[src/source/sm83_pkg.sv]
// SM83 ALU shared definitions

`default_nettype none

package sm83_pkg;

	// ##################################################################
	// Widths
	// ##################################################################

	localparam int nibble_width = 4; // One ALU slice chain
	localparam int byte_width = 8; // Accumulator and bus word

	typedef logic [nibble_width-1:0] nibble_t; // Half operand or half result
	typedef logic [byte_width-1:0] byte_t; // Full data word

	// ##################################################################
	// Encodings
	// ##################################################################

	// Accumulator ops in SM83 opcode order (bits 5:3 of the ALU opcodes)
	typedef enum logic [2:0] {
		op_add = 3'd0,
		op_adc = 3'd1,
		op_sub = 3'd2,
		op_sbc = 3'd3,
		op_and = 3'd4,
		op_xor = 3'd5,
		op_or  = 3'd6,
		op_cp  = 3'd7
	} alu_op_t;

	typedef enum logic [2:0] {
		st_idle,
		st_load_a, // Acc onto bus, into operand A
		st_load_b, // Operand onto bus, into operand B
		st_low, // Low nibble through the chain
		st_high // High nibble, full result on bus
	} seq_state_t;

	// Control strobes from the sequencer into the ALU core
	typedef struct packed {
		logic din_oe; // Pass din to the bus
		logic result_oe; // Core result to the bus
		logic op_a_oe; // Operand A to the bus
		logic load_a; // Load bus into A on falling edge
		logic load_a_zero; // Clear A on falling edge
		logic load_b; // Load bus into B on falling edge
		logic load_b_zero; // Clear B on falling edge
		logic carry_in; // Carry into slice 0
		logic no_carry_out; // R
		logic force_carry; // S
		logic ignore_carry; // V
		logic negate; // Invert operand B into the chain
		logic op_low; // 1 selects low half of A, latches low result
		logic op_b_high; // 1 selects high half of B
	} alu_ctrl_t;

	typedef struct packed {
		logic z;
		logic n;
		logic h;
		logic c;
	} flags_t;

endpackage

`default_nettype wire

[src/source/sm83_acc_flag_regs.sv]
// Accumulator and flag register

`timescale 1ns/1ns
`default_nettype none

module sm83_acc_flag_regs
	import sm83_pkg::*;
(
	input  logic   clk,
	input  logic   reset,
	input  logic   acc_load, // Direct write of acc_value
	input  byte_t  acc_value,
	input  logic   commit, // Sequencer result valid
	input  logic   acc_write, // Qualifies commit for acc
	input  byte_t  result, // ALU bus
	input  flags_t new_flags,
	output byte_t  acc,
	output flags_t flags
);

	// Acc, a direct load wins over a commit in the same cycle
	always_ff @(posedge clk) begin
		if (reset) begin
			acc <= '0;
		end else if (acc_load) begin
			acc <= acc_value;
		end else if (commit && acc_write) begin
			acc <= result;
		end
	end

	// Flags, written by every operation including CP
	always_ff @(posedge clk) begin
		if (reset) begin
			flags <= '0;
		end else if (commit) begin
			flags <= new_flags;
		end
	end

endmodule

`default_nettype wire

[src/source/sm83_alu.sv]
// Nibble-serial ALU core

`timescale 1ns/1ns
`default_nettype none

module sm83_alu
	import sm83_pkg::*;
(
	input  logic      clk,
	input  byte_t     din, // Data in, onto the bus with din_oe
	input  alu_ctrl_t ctrl,
	output byte_t     dout, // ALU bus
	output logic      carry, // Carry out of the last slice
	output logic      zero // Bus is all zero
);

	// ##################################################################
	// Slice logic
	// ##################################################################

	// One bit of the R/S/V carry chain, returns {result, carry out}
	function automatic logic [1:0] alu_slice(
		input logic a,
		input logic b,
		input logic c_in,
		input logic r_sig,
		input logic s_sig,
		input logic v_sig
	);
		logic nc;
		logic r;
		logic c_out;
		nc = !(((a | b) & c_in) | (a & b) | s_sig); // Low when a carry is generated or forced
		r = (a & b & c_in) | ((a | b | c_in) & (v_sig | nc));
		c_out = !(r_sig | nc); // R kills the carry for OR and XOR
		return {r, c_out};
	endfunction

	byte_t op_a; // Operand A register
	byte_t op_b; // Operand B register
	nibble_t core_a; // Half of A fed into the chain
	nibble_t core_b; // Half of B, maybe inverted
	nibble_t core_result;
	nibble_t res_lo; // Low result from the op_low step
	byte_t result;
	byte_t bus;

	// Half selects
	always_comb begin
		core_a = ctrl.op_low ? op_a[nibble_width-1:0] : op_a[byte_width-1:nibble_width];
		core_b = ctrl.op_b_high ? op_b[byte_width-1:nibble_width] : op_b[nibble_width-1:0];
		if (ctrl.negate) begin
			core_b = ~core_b; // Subtract as A + ~B + carry
		end
	end

	// Ripple through four slices
	always_comb begin : chain
		logic c;
		logic [1:0] slice_out;
		c = ctrl.carry_in;
		for (int i = 0; i < nibble_width; i++) begin
			slice_out = alu_slice(core_a[i], core_b[i], c, ctrl.no_carry_out,
				ctrl.force_carry, ctrl.ignore_carry);
			core_result[i] = slice_out[1];
			c = slice_out[0];
		end
		carry = c;
	end

	// ##################################################################
	// Registers and bus
	// ##################################################################

	// Operands load on the falling edge, mid-cycle of the load step
	always_ff @(negedge clk) begin
		if (ctrl.load_a) begin
			op_a <= bus;
		end else if (ctrl.load_a_zero) begin
			op_a <= '0;
		end
	end

	always_ff @(negedge clk) begin
		if (ctrl.load_b) begin
			op_b <= bus;
		end else if (ctrl.load_b_zero) begin
			op_b <= '0;
		end
	end

	always_ff @(posedge clk) begin
		if (ctrl.op_low) begin
			res_lo <= core_result; // Held for the high step
		end
	end

	assign result = {core_result, res_lo};

	// One source drives the bus at a time
	always_comb begin
		if (ctrl.result_oe) begin
			bus = result;
		end else if (ctrl.din_oe) begin
			bus = din;
		end else if (ctrl.op_a_oe) begin
			bus = op_a;
		end else begin
			bus = '0; // Idle bus
		end
	end

	assign dout = bus;
	assign zero = (bus == '0);

endmodule

`default_nettype wire

[src/source/sm83_alu_sequencer.sv]
// ALU operation sequencer

`timescale 1ns/1ns
`default_nettype none

module sm83_alu_sequencer
	import sm83_pkg::*;
(
	input  logic      clk,
	input  logic      reset,
	input  logic      start, // Pulse, ignored while busy
	input  alu_op_t   op,
	input  byte_t     operand,
	input  byte_t     acc, // Source for operand A
	input  logic      flag_c, // Carry flag for ADC and SBC
	input  logic      alu_carry,
	input  logic      alu_zero,
	output byte_t     alu_din,
	output alu_ctrl_t alu_ctrl,
	output logic      commit, // Result valid, write at next edge
	output logic      acc_write, // Acc takes result, low for CP
	output flags_t    new_flags,
	output logic      done
);

	seq_state_t state;
	alu_op_t op_q; // Captured op
	byte_t operand_q; // Captured operand
	logic low_carry; // Carry out of the low nibble

	logic is_sub;
	logic is_logic;
	logic low_cin; // Carry into the low step
	logic r_sig;
	logic s_sig;
	logic v_sig;

	// ##################################################################
	// FSM
	// ##################################################################

	always_ff @(posedge clk) begin
		if (reset) begin
			state <= st_idle;
			done <= 1'b0;
			low_carry <= 1'b0;
		end else begin
			done <= (state == st_high); // Acc and flags written at the same edge
			if (state == st_low) begin
				low_carry <= alu_carry;
			end
			case (state)
				st_idle: if (start) state <= st_load_a;
				st_load_a: state <= st_load_b;
				st_load_b: state <= st_low;
				st_low: state <= st_high;
				st_high: state <= st_idle;
				default: state <= st_idle;
			endcase
		end
	end

	always_ff @(posedge clk) begin
		if (state == st_idle && start) begin
			op_q <= op;
			operand_q <= operand;
		end
	end

	// ##################################################################
	// Per-op chain pattern
	// ##################################################################

	assign is_sub = (op_q == op_sub) || (op_q == op_sbc) || (op_q == op_cp);
	assign is_logic = (op_q == op_and) || (op_q == op_xor) || (op_q == op_or);

	always_comb begin
		r_sig = 1'b0;
		s_sig = 1'b0;
		v_sig = 1'b0;
		low_cin = 1'b0;
		case (op_q)
			op_adc: low_cin = flag_c;
			op_sub, op_cp: low_cin = 1'b1; // A + ~B + 1
			op_sbc: low_cin = !flag_c; // Borrow in
			op_and: begin
				s_sig = 1'b1; // Forced carry gates each bit as a AND b
				low_cin = 1'b1;
			end
			op_xor: r_sig = 1'b1;
			op_or: begin
				r_sig = 1'b1;
				v_sig = 1'b1;
			end
			default: low_cin = 1'b0; // ADD
		endcase
	end

	always_comb begin
		alu_ctrl = '0;
		case (state)
			st_load_a: begin
				alu_ctrl.din_oe = 1'b1;
				alu_ctrl.load_a = 1'b1;
			end
			st_load_b: begin
				alu_ctrl.din_oe = 1'b1;
				alu_ctrl.load_b = 1'b1;
			end
			st_low: begin
				alu_ctrl.op_low = 1'b1; // Low halves, latch low result
				alu_ctrl.carry_in = low_cin;
				alu_ctrl.no_carry_out = r_sig;
				alu_ctrl.force_carry = s_sig;
				alu_ctrl.ignore_carry = v_sig;
				alu_ctrl.negate = is_sub;
			end
			st_high: begin
				alu_ctrl.op_b_high = 1'b1;
				alu_ctrl.carry_in = low_carry; // Chain continues from the low nibble
				alu_ctrl.no_carry_out = r_sig;
				alu_ctrl.force_carry = s_sig;
				alu_ctrl.ignore_carry = v_sig;
				alu_ctrl.negate = is_sub;
				alu_ctrl.result_oe = 1'b1;
			end
			default: alu_ctrl = '0;
		endcase
	end

	assign alu_din = (state == st_load_b) ? operand_q : acc;

	// Flags from the high step, the chain carry is inverted into a borrow for subtracts
	assign commit = (state == st_high);
	assign acc_write = (op_q != op_cp);
	assign new_flags.z = alu_zero;
	assign new_flags.n = is_sub;
	assign new_flags.h = (op_q == op_and) ? 1'b1 :
		is_logic ? 1'b0 : (low_carry ^ is_sub);
	assign new_flags.c = is_logic ? 1'b0 : (alu_carry ^ is_sub);

endmodule

`default_nettype wire

[src/source/sm83_alu_unit.sv]
// SM83 ALU subsystem top

`timescale 1ns/1ns
`default_nettype none

module sm83_alu_unit
	import sm83_pkg::*;
(
	input  logic    clk,
	input  logic    reset,
	input  logic    start,
	input  alu_op_t op,
	input  byte_t   operand,
	input  logic    acc_load,
	input  byte_t   acc_value,
	output byte_t   acc,
	output flags_t  flags,
	output logic    done
);

	alu_ctrl_t alu_ctrl;
	byte_t alu_din;
	byte_t alu_dout; // ALU bus, carries the result in st_high
	logic alu_carry;
	logic alu_zero;
	logic commit;
	logic acc_write;
	flags_t new_flags;

	sm83_alu_sequencer seq_i (
		.clk(clk),
		.reset(reset),
		.start(start),
		.op(op),
		.operand(operand),
		.acc(acc),
		.flag_c(flags.c),
		.alu_carry(alu_carry),
		.alu_zero(alu_zero),
		.alu_din(alu_din),
		.alu_ctrl(alu_ctrl),
		.commit(commit),
		.acc_write(acc_write),
		.new_flags(new_flags),
		.done(done)
	);

	sm83_alu alu_i (
		.clk(clk),
		.din(alu_din),
		.ctrl(alu_ctrl),
		.dout(alu_dout),
		.carry(alu_carry),
		.zero(alu_zero)
	);

	sm83_acc_flag_regs regs_i (
		.clk(clk),
		.reset(reset),
		.acc_load(acc_load),
		.acc_value(acc_value),
		.commit(commit),
		.acc_write(acc_write),
		.result(alu_dout),
		.new_flags(new_flags),
		.acc(acc),
		.flags(flags)
	);

endmodule

`default_nettype wire

[config.mk]
export PLATFORM = sky130hd
export DESIGN_NAME = sm83_alu_unit
export DESIGN_NICKNAME = d
export VERILOG_FILES = /design/src/source/sm83_pkg.sv /design/src/source/sm83_acc_flag_regs.sv /design/src/source/sm83_alu.sv /design/src/source/sm83_alu_sequencer.sv /design/src/source/sm83_alu_unit.sv
export SDC_FILE = /design/constraint.sdc
export NUM_CORES = 1
export LEC_CHECK = 0
export BUFFER_PORTS_ARGS = -buffer_cell sky130_fd_sc_hd__buf_2
export CAP_MARGIN = 10
export CELL_PAD_IN_SITES_DETAIL_PLACEMENT = 1
export CELL_PAD_IN_SITES_GLOBAL_PLACEMENT = 1
export CORE_ASPECT_RATIO = 0.6
export CORE_MARGIN = 4
export CORE_UTILIZATION = 40
export CTS_BUF_LIST = sky130_fd_sc_hd__clkbuf_4 sky130_fd_sc_hd__clkbuf_8
export DETAILED_ROUTE_END_ITERATION = 10
export PLACE_DENSITY = 0.74
export SLEW_MARGIN = 20
export SYNTH_ARGS = -nofsm -noshare
export SYNTH_HDL_FRONTEND = slang
export SYNTH_SLANG_ARGS = --single-unit
[constraint.sdc]
create_clock -name clk -period 4.3 [get_ports clk]
set_clock_uncertainty 0.15 [all_clocks]
set_input_delay 0.215 -clock clk [delete_from_list [all_inputs] [get_ports clk]]
set_output_delay 0.215 -clock clk [all_outputs]
set_load 0.01 [all_outputs]
==> impl_metrics.py <==
metrics = {
    "run_status": {
        "outcome": "complete, but fails checks",
        "violations": "setup timing",
    },
    "cells_and_area": {
        "fin_util_pct": 67.4,
        "syn2layout_area_growth_pct": 59.9,
        "seqCellArea_um2": 1280,
        "final_nets": 436,
        "fin_cells": 498,
        "multi_input_area_um2": 1610,
        "stdcell_area_um2": 4230,
        "drive_above_1_share_pct": 50.7,
        "num-fill-cells": 690,
        "insertedDiodeCount": 0,
    },
    "sta": {
        "slew_violations": 0,
        "max_slew_margin_pct": 68.7,
        "layout_setup_ws_ns": -0.785,
        "rsz0062_at_grt": "yes",
        "whs_ns": 0.0121,
        "hold_viol": 0,
        "setup_tns_ns": -9.67,
        "setup_violations": 19,
        "worst_slew_pin_slew_ns": 0.465,
    },
    "power": {
        "seqPwrFrac_pct": 41.4,
        "p_sw_uw": 480,
        "vdd.ir_drop.worst_v": 0.000202,
        "intPower_uw": 869,
        "total_power_mw": 1.35,
        "p_sw_share_pct": 35.6,
        "pwr-share-comb_pct": 32.0,
        "p_clk_share_pct": 26.6,
        "p_leak_nw": 1.82,
        "p_per_area_nw_per_um2": 319,
    },
    "synthesis": {
        "synthFlopType": "edfxtp_1",
        "post_synth_main_area_contributors": "edfxtp_1, dfxtp_1, a21oi_1, nor2_1, nand2_1",
        "synth_cell_types": 65,
        "synthTopCellsByCount": "edfxtp_1, nor2_1, a21oi_1",
        "synth-edff-count": 31,
        "synth_most_common_cell": "edfxtp_1",
        "ys_seq_elements": 48,
        "synth_top_area_share_pct": 35.2,
        "synthCells": 265,
        "synth_top_area_cell": "edfxtp_1",
        "ys.warnings.count": 0,
        "async_reset_ff_share_pct": 0,
        "synthesis.nets": 288,
        "synth_area_per_cell_um2": 9.99,
        "yosysSeqAreaShare_pct": 48.0,
        "syn_area_um2": 2650,
    },
    "global_route": {
        "grt_usage_pct": 27.2,
        "grt_first_pass_wirelength_mm": 16.7,
        "grt_pass1_vias": 3009,
        "grt_max_degree": 18,
        "overflow": 0,
        "grt_antenna_before_repair": 0,
    },
    "floorplanning": {
        "num_rows": 22,
        "ios": 36,
        "initial_core_util_pct": 42.2,
        "core_area_um2": 6280,
        "dieHeight_um": 71.0,
        "die-area_um2": 8030,
        "die_x_um": 113,
    },
    "detailed_routing": {
        "drtAntennaViolNets": 0,
        "drc": 0,
        "wire_per_inst_um": 24.3,
        "drtIter0Drc": 277,
        "vias_per_cell": 5.80,
        "firstDrtPassIters": 5,
        "vias": 2889,
        "wirelength_mm": 12.1,
    },
    "place": {
        "dp_cells": 439,
        "dpl_cell_area_um2": 3490,
        "io_buffers": 35,
        "place_ws_ns": -0.771,
        "gp_congestion": 0.911,
        "hpwlAfterDp_mm": 7.10,
    },
    "clocking": {
        "htreeDepth": 2,
        "cts.sinks": 48,
        "path_clk_slew_ns": 0.10,
        "cts_made_buffers": 5,
        "clockBufferDepth": 2,
        "clock_latency_ns": 0.39,
        "cts_tree": "done",
        "cts-root-buf": "clkbuf_8",
    },
    "setup_path": {
        "worstSetupPathType": "register to register",
        "end_kind": "register",
        "cp_max_fo": 4,
        "start_kind": "register",
        "worstPathRequired_ns": 2.12,
        "arrival_ns": 2.90,
    },
    "flow_run": {
        "drv_cap": 0,
    },
    "worst_hold_path": {
        "hp-class": "input pin to register",
    },
}
layout by cell type, fill, tap and decap left out, types with 4 or more instances in the layout:
cell / Yosys / routed
nand3_1: 6 / 4
nor2_1: 27 / 24
nand2_2: 0 / 4
buf_4: 2 / 88
edfxtp_1: 31 / 31
buf_2: 3 / 35
dlygate4sd3_1: 0 / 14
clkbuf_8: 0 / 5
nand2_1: 21 / 15
inv_1: 9 / 23
a22oi_1: 4 / 4
a21oi_1: 24 / 20
dfxtp_1: 17 / 14
nor3_1: 9 / 5
buf_6: 3 / 5
critical path, cell delays in order, from the launching register on:
cell      delay [ns]
edfxtp_1        0.52
nor2b_4         0.21
nor3b_4         0.24
nor3_2          0.08
a211o_1         0.26
o21a_4          0.23
o21ai_4         0.24
mux2i_2         0.29
nor4_2          0.10
a31o_2          0.25
a21o_1          0.17
sequential cells by signal, indices dropped and copies added (netlist names):
name             cells
alu_i.op_a           8
alu_i.op_b           8
regs_i.acc           8
seq_i.operand_q      8
alu_i.res_lo         4
regs_i.flags         4
seq_i.op_q           3
seq_i.state          3
seq_i.done           1
seq_i.low_carry      1
power by group through the flow:
stage | registers, mW | logic (mW) | clock network, mW
6_report | 0.558 | 0.431 | 0.359
5_1_grt | 0.560 | 0.453 | 0.388
3_5_place_dp | 0.563 | 0.307 | 0.0238
3_3_place_gp | 0.561 | 0.295 | 0.0238
2_1_floorplan | 0.560 | 0.172 | 0.0238
4_1_cts | 0.555 | 0.367 | 0.339
worst paths after layout:
path,startpoint,endpoint,slack [ns],cells after the start
setup / recovery,seq_i.op_q[2],alu_i.op_a[7],-0.78,10
hold / removal,acc_value[4],regs_i.acc[4],0.01,3
setup reg to reg,seq_i.op_q[2],alu_i.op_a[7],-0.78,10
hold reg to reg,regs_i.flags[1],regs_i.flags[1],0.33,2
area by class of cell:
| cell class | count | share of cell area (%) |
|---|---|---|
| Clock inverter | 19 | 1.71 |
| Inverter | 9 | 1.15 |
| Sequential cell | 48 | 30.2 |
| Tap cell | 84 | 2.48 |
| Clock buffer | 5 | 1.63 |
| Multi-Input combinational cell | 190 | 37.9 |
| Timing Repair Buffer | 143 | 24.9 |
metal layers:
metal | share of wire (%) | vias to the layer above | global-route usage, %
met4 | 3.3 | 0 | 4.80
met5 | 0 | - | 0
li1 | - | 1273 | -
met1 | 42 | 1421 | 36.5
met3 | 8.2 | 32 | 5.21
met2 | 47 | 163 | 46.5
cells by family (layout without fill, tap and decap cells):
family	after synthesis	count (layout)	share of synthesized area, %
simple gates	95	95	18.7
compound gates	76	76	21.2
mux	9	9	3.50
flops	48	48	48.0
xor+xnor	10	10	3.31
buf+inv	27	176	5.29
what timing repair did:
| item | 4_1_cts | 5_1_grt |
|---|---|---|
| gates resized for setup | 32 | 32 |
| hold buffers | 14 | 0 |
| setup endpoints to repair | 18 | 19 |
| setup buffers | 18 | 10 |
| pin swaps | 16 | 24 |
| hold endpoints to repair | 14 | 0 |
| cloned | 0 | 0 |
No activity file was read; power rests on OpenSTA's default activity.
